### src/hdl/cp0ExcPkg.sv
// CP0 exception kinds and codes
package cp0ExcPkg;

    // Exception kinds seen on the pipeline side
    typedef enum logic [3:0] {
        ExcIntr,
        ExcCpU,
        ExcRi,
        ExcOv,
        ExcTrap,
        ExcSysCall,
        ExcBp,
        ExcAdEL,
        ExcAdES,
        ExcEret
    } excKindT;

    // Architectural ExcCode values for Cause
    typedef enum logic [4:0] {
        CodeInt  = 5'd0,
        CodeAdEL = 5'd4,
        CodeAdES = 5'd5,
        CodeSys  = 5'd8,
        CodeBp   = 5'd9,
        CodeRi   = 5'd10,
        CodeCpU  = 5'd11,
        CodeOv   = 5'd12,
        CodeTr   = 5'd13
    } excCodeT;

    typedef logic [1:0] cpNumT;

endpackage

### src/hdl/cp0RegPkg.sv
// CP0 register map
package cp0RegPkg;

    typedef logic [4:0]  regAddrT;
    typedef logic [31:0] wordT;

    // Register numbers
    localparam regAddrT RegBadVAddr = 5'd8;
    localparam regAddrT RegCount    = 5'd9;
    localparam regAddrT RegCompare  = 5'd11;
    localparam regAddrT RegStatus   = 5'd12;
    localparam regAddrT RegCause    = 5'd13;
    localparam regAddrT RegEpc      = 5'd14;
    localparam regAddrT RegPrId     = 5'd15;
    localparam regAddrT RegConfig   = 5'd16;

    // Status fields
    localparam int StatusCu0  = 28;
    localparam int StatusBev  = 22;
    localparam int StatusImHi = 15;
    localparam int StatusImLo = 8;
    localparam int StatusUm   = 4;
    localparam int StatusErl  = 2;
    localparam int StatusExl  = 1;
    localparam int StatusIe   = 0;

    // Cause fields
    localparam int CauseBd     = 31;
    localparam int CauseCeHi   = 29;
    localparam int CauseCeLo   = 28;
    localparam int CauseIv     = 23;
    localparam int CauseIpHi   = 15;
    localparam int CauseIpLo   = 8;
    localparam int CauseCodeHi = 6;
    localparam int CauseCodeLo = 2;

    // Config fields
    localparam int         ConfigM    = 31;
    localparam int         ConfigMtHi = 9;
    localparam int         ConfigMtLo = 7;
    localparam int         ConfigK0Hi = 2;
    localparam int         ConfigK0Lo = 0;
    localparam logic [2:0] ConfigMt   = 3'd1;  // Standard TLB

    localparam int HwIntW = 6;

    localparam wordT StatusResetValue = 32'h00400004;  // BEV and ERL set

endpackage
### src/hdl/cp0Top.sv
// CP0 coprocessor top level
`timescale 1ns/1ps

module cp0Top #(
    parameter cp0RegPkg::wordT PrIdValue = 32'h00018000,
    parameter logic [2:0]      K0Reset   = 3'd2
) (
    input  logic                            clk,
    input  logic                            rst,
    input  cp0RegPkg::regAddrT              regAddrI,
    input  logic                            writeEnI,
    input  cp0RegPkg::wordT                 wdataI,
    output cp0RegPkg::wordT                 rdataO,
    input  logic                            excValidI,
    input  cp0ExcPkg::excKindT              excKindI,
    input  cp0RegPkg::wordT                 pcI,
    input  logic                            inSlotI,
    input  cp0RegPkg::wordT                 badAddrI,
    input  cp0ExcPkg::cpNumT                cpNumI,
    input  logic [cp0RegPkg::HwIntW-1:0]    hwIntI,
    output logic                            usermodeO,
    output logic                            timerIntO
);

    logic               exl;
    logic               takeEntry, takeReturn, saveEpc;
    cp0RegPkg::wordT    epcValue;
    logic               bdValue;
    cp0ExcPkg::excCodeT excCode;
    logic               captureBadAddr, captureCe;
    logic               countWe, compareWe;
    cp0RegPkg::wordT    countValue, compareValue;

    cp0ExcDecode u_excDecode (
        .excValidI       (excValidI),
        .excKindI        (excKindI),
        .pcI             (pcI),
        .inSlotI         (inSlotI),
        .exlI            (exl),
        .takeEntryO      (takeEntry),
        .takeReturnO     (takeReturn),
        .saveEpcO        (saveEpc),
        .epcValueO       (epcValue),
        .bdValueO        (bdValue),
        .excCodeO        (excCode),
        .captureBadAddrO (captureBadAddr),
        .captureCeO      (captureCe)
    );

    cp0RegBlock #(
        .PrIdValue (PrIdValue),
        .K0Reset   (K0Reset)
    ) u_regBlock (
        .clk             (clk),
        .rst             (rst),
        .regAddrI        (regAddrI),
        .writeEnI        (writeEnI),
        .wdataI          (wdataI),
        .rdataO          (rdataO),
        .excValidI       (excValidI),
        .badAddrI        (badAddrI),
        .cpNumI          (cpNumI),
        .hwIntI          (hwIntI),
        .takeEntryI      (takeEntry),
        .takeReturnI     (takeReturn),
        .saveEpcI        (saveEpc),
        .epcValueI       (epcValue),
        .bdValueI        (bdValue),
        .excCodeI        (excCode),
        .captureBadAddrI (captureBadAddr),
        .captureCeI      (captureCe),
        .countI          (countValue),
        .compareI        (compareValue),
        .countWeO        (countWe),
        .compareWeO      (compareWe),
        .exlO            (exl),
        .usermodeO       (usermodeO)
    );

    cp0Timer u_timer (
        .clk        (clk),
        .rst        (rst),
        .countWeI   (countWe),
        .compareWeI (compareWe),
        .wdataI     (wdataI),
        .countO     (countValue),
        .compareO   (compareValue),
        .timerIntO  (timerIntO)
    );

endmodule

### src/hdl/cp0RegBlock.sv
// CP0 status and cause register block
`timescale 1ns/1ps

module cp0RegBlock #(
    parameter cp0RegPkg::wordT PrIdValue = 32'h00018000,
    parameter logic [2:0]      K0Reset   = 3'd2
) (
    input  logic                            clk,
    input  logic                            rst,
    input  cp0RegPkg::regAddrT              regAddrI,
    input  logic                            writeEnI,
    input  cp0RegPkg::wordT                 wdataI,
    output cp0RegPkg::wordT                 rdataO,
    input  logic                            excValidI,
    input  cp0RegPkg::wordT                 badAddrI,
    input  cp0ExcPkg::cpNumT                cpNumI,
    input  logic [cp0RegPkg::HwIntW-1:0]    hwIntI,
    input  logic                            takeEntryI,
    input  logic                            takeReturnI,
    input  logic                            saveEpcI,
    input  cp0RegPkg::wordT                 epcValueI,
    input  logic                            bdValueI,
    input  cp0ExcPkg::excCodeT              excCodeI,
    input  logic                            captureBadAddrI,
    input  logic                            captureCeI,
    input  cp0RegPkg::wordT                 countI,
    input  cp0RegPkg::wordT                 compareI,
    output logic                            countWeO,
    output logic                            compareWeO,
    output logic                            exlO,
    output logic                            usermodeO
);

    logic               statusCu0, statusBev, statusUm, statusErl, statusExl, statusIe;
    logic [7:0]         statusIm;
    logic               causeBd, causeIv;
    logic [1:0]         causeCe;
    logic [7:0]         causeIp;
    cp0ExcPkg::excCodeT causeCode;
    cp0RegPkg::wordT    epc;
    cp0RegPkg::wordT    badVAddr;
    logic [2:0]         configK0;

    cp0RegPkg::wordT    statusWord, causeWord, configWord;
    logic               swWrite;

    // Exception strobe blocks the software write
    assign swWrite    = writeEnI && !excValidI;
    assign countWeO   = swWrite && (regAddrI == cp0RegPkg::RegCount);
    assign compareWeO = swWrite && (regAddrI == cp0RegPkg::RegCompare);

    always_ff @(posedge clk or posedge rst) begin
        if (rst) begin
            statusCu0 <= cp0RegPkg::StatusResetValue[cp0RegPkg::StatusCu0];
            statusBev <= cp0RegPkg::StatusResetValue[cp0RegPkg::StatusBev];
            statusIm  <= cp0RegPkg::StatusResetValue[cp0RegPkg::StatusImHi:cp0RegPkg::StatusImLo];
            statusUm  <= cp0RegPkg::StatusResetValue[cp0RegPkg::StatusUm];
            statusErl <= cp0RegPkg::StatusResetValue[cp0RegPkg::StatusErl];
            statusExl <= cp0RegPkg::StatusResetValue[cp0RegPkg::StatusExl];
            statusIe  <= cp0RegPkg::StatusResetValue[cp0RegPkg::StatusIe];
            causeBd   <= 1'b0;
            causeCe   <= '0;
            causeIv   <= 1'b0;
            causeIp   <= '0;
            causeCode <= cp0ExcPkg::CodeInt;
            epc       <= '0;
            badVAddr  <= '0;
            configK0  <= K0Reset;
        end else begin
            causeIp[7:2] <= hwIntI;  // Sampled every cycle

            if (takeEntryI) begin
                statusExl <= 1'b1;
                causeCode <= excCodeI;
                if (saveEpcI) begin
                    epc     <= epcValueI;
                    causeBd <= bdValueI;
                end
                if (captureBadAddrI) begin
                    badVAddr <= badAddrI;
                end
                if (captureCeI) begin
                    causeCe <= cpNumI;
                end
            end else if (takeReturnI) begin
                statusExl <= 1'b0;
            end else if (swWrite) begin
                case (regAddrI)
                    cp0RegPkg::RegStatus: begin
                        statusCu0 <= wdataI[cp0RegPkg::StatusCu0];
                        statusBev <= wdataI[cp0RegPkg::StatusBev];
                        statusIm  <= wdataI[cp0RegPkg::StatusImHi:cp0RegPkg::StatusImLo];
                        statusUm  <= wdataI[cp0RegPkg::StatusUm];
                        statusErl <= wdataI[cp0RegPkg::StatusErl];
                        statusExl <= wdataI[cp0RegPkg::StatusExl];
                        statusIe  <= wdataI[cp0RegPkg::StatusIe];
                    end
                    cp0RegPkg::RegCause: begin
                        causeIv      <= wdataI[cp0RegPkg::CauseIv];
                        causeIp[1:0] <= wdataI[cp0RegPkg::CauseIpLo+1:cp0RegPkg::CauseIpLo];
                    end
                    cp0RegPkg::RegEpc:    epc      <= wdataI;
                    cp0RegPkg::RegConfig: configK0 <= wdataI[cp0RegPkg::ConfigK0Hi:cp0RegPkg::ConfigK0Lo];
                    default: ;  // Read-only or timer side
                endcase
            end
        end
    end

    always_comb begin
        statusWord = '0;
        statusWord[cp0RegPkg::StatusCu0] = statusCu0;
        statusWord[cp0RegPkg::StatusBev] = statusBev;
        statusWord[cp0RegPkg::StatusImHi:cp0RegPkg::StatusImLo] = statusIm;
        statusWord[cp0RegPkg::StatusUm]  = statusUm;
        statusWord[cp0RegPkg::StatusErl] = statusErl;
        statusWord[cp0RegPkg::StatusExl] = statusExl;
        statusWord[cp0RegPkg::StatusIe]  = statusIe;

        causeWord = '0;
        causeWord[cp0RegPkg::CauseBd] = causeBd;
        causeWord[cp0RegPkg::CauseCeHi:cp0RegPkg::CauseCeLo] = causeCe;
        causeWord[cp0RegPkg::CauseIv] = causeIv;
        causeWord[cp0RegPkg::CauseIpHi:cp0RegPkg::CauseIpLo] = causeIp;
        causeWord[cp0RegPkg::CauseCodeHi:cp0RegPkg::CauseCodeLo] = causeCode;

        configWord = '0;
        configWord[cp0RegPkg::ConfigM] = 1'b1;  // Config1 present
        configWord[cp0RegPkg::ConfigMtHi:cp0RegPkg::ConfigMtLo] = cp0RegPkg::ConfigMt;
        configWord[cp0RegPkg::ConfigK0Hi:cp0RegPkg::ConfigK0Lo] = configK0;
    end

    always_comb begin
        case (regAddrI)
            cp0RegPkg::RegBadVAddr: rdataO = badVAddr;
            cp0RegPkg::RegCount:    rdataO = countI;
            cp0RegPkg::RegCompare:  rdataO = compareI;
            cp0RegPkg::RegStatus:   rdataO = statusWord;
            cp0RegPkg::RegCause:    rdataO = causeWord;
            cp0RegPkg::RegEpc:      rdataO = epc;
            cp0RegPkg::RegPrId:     rdataO = PrIdValue;
            cp0RegPkg::RegConfig:   rdataO = configWord;
            default:                rdataO = '0;
        endcase
    end

    assign exlO      = statusExl;
    assign usermodeO = statusUm && !(statusErl || statusExl);

    // Decoder must save EPC exactly when entry finds EXL clear
    assertEpcSaveMatchesExl: assert property (
        @(posedge clk) disable iff (rst)
        takeEntryI |-> (saveEpcI == !exlO)
    ) else $error("EPC save decision disagrees with EXL");

endmodule

### src/hdl/cp0Timer.sv
// CP0 count and compare timer
`timescale 1ns/1ps

module cp0Timer (
    input  logic             clk,
    input  logic             rst,
    input  logic             countWeI,
    input  logic             compareWeI,
    input  cp0RegPkg::wordT  wdataI,
    output cp0RegPkg::wordT  countO,
    output cp0RegPkg::wordT  compareO,
    output logic             timerIntO
);

    cp0RegPkg::wordT count;
    cp0RegPkg::wordT compare;
    logic            timerInt;
    logic            match;

    // Zero Compare means timer disabled
    assign match = (compare != '0) && (count == compare);

    always_ff @(posedge clk or posedge rst) begin
        if (rst) begin
            count    <= '0;
            compare  <= '0;
            timerInt <= 1'b0;
        end else begin
            if (countWeI) begin
                count <= wdataI;
            end else begin
                count <= count + 32'd1;  // Free running
            end

            if (compareWeI) begin
                compare  <= wdataI;
                timerInt <= 1'b0;  // Acknowledge
            end else if (match) begin
                timerInt <= 1'b1;
            end
        end
    end

    assign countO    = count;
    assign compareO  = compare;
    assign timerIntO = timerInt;

    // Both strobes share one data word
    assertOneTimerWrite: assert property (
        @(posedge clk) disable iff (rst)
        !(countWeI && compareWeI)
    ) else $error("Count and Compare written in the same cycle");

endmodule

### src/hdl/cp0ExcDecode.sv
// CP0 exception decoder
`timescale 1ns/1ps

module cp0ExcDecode (
    input  logic                excValidI,
    input  cp0ExcPkg::excKindT  excKindI,
    input  cp0RegPkg::wordT     pcI,
    input  logic                inSlotI,
    input  logic                exlI,
    output logic                takeEntryO,
    output logic                takeReturnO,
    output logic                saveEpcO,
    output cp0RegPkg::wordT     epcValueO,
    output logic                bdValueO,
    output cp0ExcPkg::excCodeT  excCodeO,
    output logic                captureBadAddrO,
    output logic                captureCeO
);

    logic               isEntry;
    logic               isAddrErr;
    cp0ExcPkg::excCodeT code;

    always_comb begin
        isEntry = 1'b1;
        code    = cp0ExcPkg::CodeInt;
        case (excKindI)
            cp0ExcPkg::ExcIntr:    code = cp0ExcPkg::CodeInt;
            cp0ExcPkg::ExcCpU:     code = cp0ExcPkg::CodeCpU;
            cp0ExcPkg::ExcRi:      code = cp0ExcPkg::CodeRi;
            cp0ExcPkg::ExcOv:      code = cp0ExcPkg::CodeOv;
            cp0ExcPkg::ExcTrap:    code = cp0ExcPkg::CodeTr;
            cp0ExcPkg::ExcSysCall: code = cp0ExcPkg::CodeSys;
            cp0ExcPkg::ExcBp:      code = cp0ExcPkg::CodeBp;
            cp0ExcPkg::ExcAdEL:    code = cp0ExcPkg::CodeAdEL;
            cp0ExcPkg::ExcAdES:    code = cp0ExcPkg::CodeAdES;
            default:               isEntry = 1'b0;  // ERET and spare encodings
        endcase
    end

    assign isAddrErr = (excKindI == cp0ExcPkg::ExcAdEL) || (excKindI == cp0ExcPkg::ExcAdES);

    assign takeEntryO  = excValidI && isEntry;
    assign takeReturnO = excValidI && (excKindI == cp0ExcPkg::ExcEret);

    // Nested exception keeps the first EPC
    assign saveEpcO = takeEntryO && !exlI;

    // Delay slot restarts at the branch
    assign epcValueO = inSlotI ? (pcI - 32'd4) : pcI;
    assign bdValueO  = inSlotI;
    assign excCodeO  = code;

    assign captureBadAddrO = takeEntryO && isAddrErr;
    assign captureCeO      = takeEntryO && (excKindI == cp0ExcPkg::ExcCpU);

    // A valid strobe is exactly one of entry and ERET
    always_comb begin
        assert (!excValidI || (takeEntryO != takeReturnO))
            else $error("Exception strobe decoded as neither or both of entry and ERET");
    end

endmodule

### config.mk
export PLATFORM = sky130hd
export DESIGN_NAME = cp0Top
export DESIGN_NICKNAME = d
export VERILOG_FILES = /design/src/hdl/cp0ExcPkg.sv /design/src/hdl/cp0RegPkg.sv /design/src/hdl/cp0Top.sv /design/src/hdl/cp0RegBlock.sv /design/src/hdl/cp0Timer.sv /design/src/hdl/cp0ExcDecode.sv
export SDC_FILE = /design/constraint.sdc
export NUM_CORES = 1
export LEC_CHECK = 0
export BUFFER_PORTS_ARGS = -buffer_cell sky130_fd_sc_hd__buf_2
export CAP_MARGIN = 20
export CORE_ASPECT_RATIO = 0.8
export CORE_MARGIN = 1
export CORE_UTILIZATION = 60
export CTS_BUF_LIST = sky130_fd_sc_hd__clkbuf_4 sky130_fd_sc_hd__clkbuf_8
export CTS_CLUSTER_SIZE = 20
export DETAILED_ROUTE_END_ITERATION = 7
export PLACE_DENSITY = 0.87
export SYNTH_ARGS = -nofsm -noshare
export SYNTH_HDL_FRONTEND = slang
export SYNTH_SLANG_ARGS = --single-unit
### constraint.sdc
create_clock -name clk -period 10.8 [get_ports clk]
set_input_delay 2.16 -clock clk [delete_from_list [all_inputs] [get_ports clk]]
set_output_delay 2.16 -clock clk [all_outputs]
set_load 0.05 [all_outputs]
==> results of run 1 <==
flip-flops by register name, indices dropped and copies added (netlist names), 3 cells and up:
signal	cells
u_timer.countO	32
u_timer.compareO	32
u_regBlock.causeIp	8
u_regBlock.statusIm	8
u_regBlock.badVAddr	32
u_regBlock.configK0	3
u_regBlock.causeCode	4
u_regBlock.epc	32
final cells by class:
type / count / share of cell area
clock buffers: 21 / 0.0276
clock inverters: 11 / 0.0147
inverters: 9 / 0.00379
multi-input cells: 660 / 0.446
flip-flops and latches: 162 / 0.396
well taps: 184 / 0.0225
repair buffers: 167 / 0.0887
critical path, cell delays in order:
cell and delay [ns]:
buf_2 0.12, or3b_2 0.53, nor2_2 0.13, buf_4 0.38, a22oi_1 0.18, nand3_1 0.16
buf_2 0.28
power groups by stage:
| stage | clock, uW | combinational, uW | sequential [uW] |
|---|---|---|---|
| 2_1_floorplan | 0 | 308 | 864 |
| 3_3_place_gp | 0 | 379 | 929 |
| 3_5_place_dp | 0 | 392 | 935 |
| 4_1_cts | 481 | 396 | 925 |
| 5_1_grt | 509 | 441 | 950 |
| 6_report | 485 | 402 | 939 |
cell usage after synthesis (3+ instances only):
master	number
dfrtp_1	159
mux2_2	88
nand2_1	73
a22oi_1	66
xnor2_1	66
nor2_1	63
a21oi_1	49
clkbuf_1	46
nand3_1	43
o21ai_0	33
nor4_1	28
nand4_1	20
nor3_1	15
xor2_1	15
and3_1	9
buf_2	9
inv_1	9
o211ai_1	9
or4_1	7
a222oi_1	6
o21ai_1	6
buf_1	4
o31ai_1	4
a21boi_0	3
and2_1	3
and4_1	3
dfstp_2	3
nand2b_1	3
nor2b_1	3
nor3b_1	3
path summary, 6_finish.rpt:
kind                       depth (start not counted)          startpoint                 endpoint
max                                                7         regAddrI[2]                rdataO[8]
min                                                2  u_regBlock.epc[13]       u_regBlock.epc[13]
max reg2reg                                        5   u_timer.countO[6]       u_timer.countO[27]
min reg2reg                                        2  u_regBlock.epc[13]       u_regBlock.epc[13]
max in group asynchronous                          4                 rst   u_regBlock.configK0[1]
min in group asynchronous                          2                 rst  u_regBlock.badVAddr[16]
logic make-up (layout without fill, tap and decap cells):
| group | Yosys count | count (layout) | share of synthesized area |
|---|---|---|---|
| AND/OR/NAND/NOR | 292 | 292 | 0.171 |
| AO/OA/AOI/OAI | 196 | 196 | 0.146 |
| flip-flops | 162 | 162 | 0.458 |
| multiplexers | 89 | 89 | 0.113 |
| XOR/XNOR | 81 | 81 | 0.0800 |
| buffers and inverters | 68 | 208 | 0.0301 |
| adder cells (fa/ha/maj) | 2 | 2 | 0.00282 |
per-layer routing:
metal	share of wire	up-vias	global-route usage
li1	-	3529	-
met1	0.41	3900	0.531
met2	0.43	549	0.511
met3	0.13	73	0.132
met4	0.026	0	0.128
met5	0	-	0
metrics by stage:
step / hold slack (ns) / utilization / total power (uW)
after floorplan: 0.449 / - / 1170
after global placement: 0.466 / 0.680 / 1310
after detailed placement: 0.474 / 0.680 / 1330
after CTS: 0.493 / 0.710 / 1800
after global routing: 0.532 / 0.714 / 1900
final: 0.495 / 0.714 / 1830
==> qor.yml, run 1 <==
area_growth_pct: 15.5
dpl.hpwl_mm: 19.3
hold_buffers: 0
cp-start-kind: "input pin"
gp_congestion: 0.979
vias_per_cell: 6.63
num_io_pins: 152
diodes: 0
status: "finished, final reports clean"
wl_mm: 27.0
finalCriticalPeriod_ns: 6.10
synth_cell_types: 59
rsz0062_at_grt: "no"
synth_top_area_share: 0.449
yosysWarnings: 0
layout_commonest_cell: "dfrtp_1"
drv_cap: 0
ir_drop_uv: 118
grt_pass1_wl_mm: 41.7
p_leak_uw: 0.00449
pwr-share-clk: 0.266
die_w_um: 138
antenna_found_initial: 0
cts_setup_buffers: 0
die_h_um: 111
route.vias.total: 8051
synth_flop_cell: "dfrtp_1"
dp_cells: 1180
first_pass_iters: 6
reg2reg_slack_ns: 8.51
final_cells: 1214
placed_area_um2: 9760
track_usage: 0.369
place_ws_ns: 4.77
clock_path_buffers: 2
antenna_left: 0
hold_violations: 0
dieArea_um2: 15300
ys_async_sr_fraction: 1.00
min_path_type: "reg -> reg"
cts.repair.resized: 0
power_switching_share: 0.340
synth_area_leaders: "dfrtp_1 (45%), mux2_2 (11%), xnor2_1 (6.5%)"
cts.sinks: 162
yosys.area.top_type: "dfrtp_1"
fmax_mhz: 164
fin_worst_skew_ns: 0.0156
post_drt_wl_per_cell_um: 22.3
post-route-period-util: 0.565
fillers: 1063
fin_ws_ns: 4.70
seq_area_um2: 4060
crit_fanout: 32
drive_above_1_share: 0.307
post-route-cell-area_um2: 10200
multi_input_area_um2: 4570
drc: 0
core_um2: 14300
yosysSeqAreaShare: 0.458
max-slew-margin-rel: 0.424
p_switching_uw: 622
first_iter_violations: 1120
worst_ep_required_time_ns: 8.64
cts_made_buffers: 17
combPwrFrac: 0.220
final_cell_mix: "dfrtp_1 (159), buf_2 (151), mux2_2 (88)"
first_global_vias: 7503
setup_tns_ns: 0
port_buffers: 151
p_int_uw: 1200
synth_cells: 890
syn_nets: 1010
cts_tree: "done"
path_clk_slew_ns: 0.08
arrival_ns: 3.94
grt_overflow_total: 0
finalSetupViolCount: 0
syn_avg_cell_area_um2: 9.96
pwr-share-seq: 0.514
ys_seq_elements: 162
ctsHtreeMaxLevel: 4
root_buffer: "clkbuf_8"
synth_edf_count: 0
drv_slew: 0
tightest_slew_ns: 0.862
num_rows: 39
cp-end-kind: "output pin"
grt_max_degree: 87
final_nets: 1137
start_util: 0.618
mappedNetlistArea_um2: 8860
critPathKind: "in -> out"
insertion_delay_ns: 0.48
power_density_nw_per_um2: 178
No activity file was read; power rests on OpenSTA's default activity.
==> inputs of run 2 (changes only) <==
--- a/config.mk
+++ b/config.mk
@@ -5,15 +5,16 @@
 export SDC_FILE = /design/constraint.sdc
 export NUM_CORES = 1
 export LEC_CHECK = 0
+export ABC_AREA = 1
 export BUFFER_PORTS_ARGS = -buffer_cell sky130_fd_sc_hd__buf_2
 export CAP_MARGIN = 20
 export CORE_ASPECT_RATIO = 0.8
 export CORE_MARGIN = 1
-export CORE_UTILIZATION = 60
+export CORE_UTILIZATION = 59
 export CTS_BUF_LIST = sky130_fd_sc_hd__clkbuf_4 sky130_fd_sc_hd__clkbuf_8
 export CTS_CLUSTER_SIZE = 20
 export DETAILED_ROUTE_END_ITERATION = 7
-export PLACE_DENSITY = 0.87
+export PLACE_DENSITY = 0.85
 export SYNTH_ARGS = -nofsm -noshare
 export SYNTH_HDL_FRONTEND = slang
 export SYNTH_SLANG_ARGS = --single-unit
==> constraint.sdc (replaced) <==
create_clock -name clk -period 6.05 [get_ports clk]
set_input_delay 1.21 -clock clk [delete_from_list [all_inputs] [get_ports clk]]
set_output_delay 1.21 -clock clk [all_outputs]
set_load 0.05 [all_outputs]
==> run 2 against run 1 <==
  * Sequential power grew 67%
  * Critical path type unchanged
  * Wire length increased by 20%
  * Largest cell class unchanged
  * Sequential share of layout area shrank 2.6 points
  * Cell area increased by 7.1%
==> qor.yml, run 2 <==
final_nets: 1584  # was 1,137
critPathKind: "in -> out"  # unchanged
fmax_mhz: 213
cp-start-kind: "input pin"  # unchanged
use_met2: 0.583  # was 0.511
insertion_delay_ns: 0.49  # was 0.48 ns
cts_setup_buffers: 0  # unchanged
path_cells: "buf_2 -> nor3_2 -> nand2_1 -> inv_1 -> nand2_1 -> o21ai_0 -> nor2_1 -> o221ai_1 -> buf_2"  # was buf_2 -> or3b_2 -> nor2_2 -> buf_4 -> a22oi_1 -> nand3_1 -> buf_2
worstRegToRegCells: 8  # was 5
vias_per_cell: 5.85  # was 6.63
holdPathStages: 2  # unchanged
layout_commonest_cell: "nand2_1"  # was dfrtp_1
ctsHtreeMaxLevel: 4  # unchanged
cts.sinks: 162  # unchanged
area_growth_pct: 13.4  # was 15.5%
cts.repair.resized: 0  # unchanged
rsz0062_at_grt: "no"  # unchanged
gp_congestion: 0.979  # about the same
synth_edf_count: 0  # unchanged
yosysSeqAreaShare: 0.419  # was 0.458
min_path_type: "reg -> reg"  # unchanged
p_leak_uw: 0.00539  # was 0.00449 uW
clock_path_buffers: 2  # unchanged
crit_fanout: 29  # was 32
tightest_slew_ns: 1.06  # was 0.862 ns
max-slew-margin-rel: 0.295  # was 0.424
worst_ep_required_time_ns: 4.84  # was 8.64 ns
grt_max_degree: 84  # was 87
drv_slew: 0  # unchanged
synth_cells: 1331  # was 890
syn_nets: 1451  # was 1,010
dieArea_um2: 16900  # was 15,300 um2
cp-end-kind: "output pin"  # unchanged
first_pass_iters: 8  # was 6
synth_cell_types: 43  # was 59
yosys.area.top_type: "dfrtp_1"  # unchanged
reg2reg_slack_ns: 4.16  # was 8.51 ns
grt_busiest_layer: "met2"  # was met1
slowest_stage: "inv_1"  # was or3b_2
num_io_pins: 152  # unchanged
num_rows: 41  # was 39
power_density_nw_per_um2: 290  # was 178 nW/um2
critPathMaxStageDelay_ns: 0.83  # was 0.53 ns
placed_area_um2: 10500  # was 9760 um2
met3_usage: 0.125  # was 0.132
track_usage: 0.398  # was 0.369
ys_seq_elements: 162  # unchanged
r2r_end: "u_timer.countO[22]"  # was u_timer.countO[27]
dp_cells: 1659  # was 1,180
cts_made_buffers: 17  # unchanged
hold_buffers: 0  # unchanged
hold_violations: 0  # unchanged
route.vias.total: 9896  # was 8,051
drv_cap: 0  # unchanged
dpl.hpwl_mm: 24.6  # was 19.3 mm
synth_flop_cell: "dfrtp_1"  # unchanged
first_iter_violations: 1304  # was 1,120
grt_pass1_wl_mm: 50.6  # was 41.7 mm
die_h_um: 117  # was 111 um
cts_tree: "done"  # unchanged
setup_tns_ns: 0  # unchanged
path_clk_slew_ns: 0.09  # was 0.08 ns
synth_top_area_share: 0.411  # was 0.449
final_util: 0.690  # was 0.714
root_buffer: "clkbuf_8"  # unchanged
drive_above_1_share: 0.171  # was 0.307
yosysWarnings: 0  # unchanged
yosysMostFrequentCell: "nand2_1"  # was dfrtp_1
grt_overflow_total: 0  # unchanged
antenna_left: 0  # unchanged
post-route-cell-area_um2: 11000  # was 10,200 um2
fin_worst_skew_ns: 0.0169  # was 0.0156 ns
synth_area_leaders: "dfrtp_1 (41%), nand2_1 (16%), inv_1 (6.1%)"  # was dfrtp_1 (45%), mux2_2 (11%), xnor2_1 (6.5%)
drc: 0  # unchanged
syn_avg_cell_area_um2: 7.27  # was 9.96 um2
port_buffers: 151  # unchanged
die_w_um: 145  # was 138 um
wl_mm: 32.5  # was 27.0 mm
core_um2: 15900  # was 14,300 um2
startpoint: "regAddrI[2]"  # unchanged
final_cells: 1693  # was 1,214
critPathCapture: "rdataO[4]"  # was rdataO[8]
ir_drop_uv: 144  # was 118 uV
finalSetupViolCount: 0  # unchanged
synth.top_cells.by_count: "nand2_1 (414), dfrtp_1 (159), inv_1 (156), nor2_1 (123), o21ai_0 (110)"  # was dfrtp_1 (159), mux2_2 (88), nand2_1 (73), a22oi_1 (66), xnor2_1 (66)
ys_async_sr_fraction: 1.00  # unchanged
post-route-period-util: 0.777
post_drt_wl_per_cell_um: 19.2  # was 22.3 um
r2r_start: "u_timer.countO[21]"  # was u_timer.countO[6]
final_cell_mix: "nand2_1 (414), dfrtp_1 (159), inv_1 (155)"  # was dfrtp_1 (159), buf_2 (151), mux2_2 (88)
status: "finished, final reports clean"  # unchanged
mappedNetlistArea_um2: 9670  # was 8860 um2
finalCriticalPeriod_ns: 4.70
first_global_vias: 9284  # was 7,503
start_util: 0.608  # was 0.618
antenna_found_initial: 1  # was 0
use_met1: 0.561  # was 0.531
arrival_ns: 3.49  # was 3.94 ns
==> run 2: cell types whose count changed in the layout (fill, tap and decap cells not counted), sizes merged, moves of 11 or more <==
cell	previous run	this run
nand2	73	422
inv	11	166
o21ai	39	122
nor2	63	138
mux2	88	19
a22oi	66	0
xnor2	66	26
nor4	30	0
nand3	43	70
o2111ai	0	13
a21oi	49	38
==> run 2: logic make-up after synthesis <==
logic type	after synthesis	share of synthesized area
AOI/OAI and AO/OA	209	0.121
buffers and inverters	206	0.0872
and+or+nand+nor	682	0.301
muxes	19	0.0221
adders and majority gates	2	0.00259
DFF	162	0.419
xor gates and xnor gates	51	0.0462
==> run 2: worst min-delay path by stage <==
| stage | from | slack, ns | end |
|---|---|---|---|
| 2_1_floorplan | u_regBlock.epc[25] | 0.45 | u_regBlock.epc[25] |
| 3_3_place_gp | u_regBlock.epc[22] | 0.47 | u_regBlock.epc[22] |
| 3_5_place_dp | u_regBlock.epc[23] | 0.47 | u_regBlock.epc[23] |
| 4_1_cts | u_regBlock.causeBd | 0.50 | u_regBlock.causeBd |
| 5_1_grt | u_regBlock.statusIe | 0.52 | u_regBlock.statusIe |
| 6_report | u_regBlock.epc[14] | 0.49 | u_regBlock.epc[14] |
==> run 2: metrics by stage <==
stage	hold WS (ns)	worst slack [ns]	power, uW
final	0.494	1.35	3180
after global routing	0.515	1.20	3310
after CTS	0.497	1.44	3140
after detailed placement	0.475	1.45	2280
after global placement	0.466	1.49	2260
after floorplan	0.449	0.468	2010
==> run 2: report_power, final <==
part / internal [uW] / switching, uW
Sequential: 1330 / 241
Combinational: 272 / 461
Clock: 425 / 450
Total: 2030 / 1150
==> run 2: critical path: cells and delay by family <==
kind,cells,cell delay [ns]
buffers and inverters,3,1.27
AO/OA/AOI/OAI,2,0.22
AND/OR/NAND/NOR,4,0.78
==> run 2: cell type report <==
class / instances / area, um2
diodes: 1 / 2.50
clock buffers: 18 / 248
clock inverters: 14 / 176
fillers: 1362 / 4930
inverters: 162 / 613
multi-input cells: 963 / 4780
flip-flops and latches: 162 / 4060
well taps: 215 / 269
repair buffers: 158 / 828
==> run 2: per-layer routing <==
| metal | part of all wire | vias up |
|---|---|---|
| li1 | - | 4543 |
| met4 | 0.025 | 0 |
| met1 | 0.41 | 4640 |
| met3 | 0.14 | 86 |
| met2 | 0.42 | 627 |
| met5 | 0 | - |
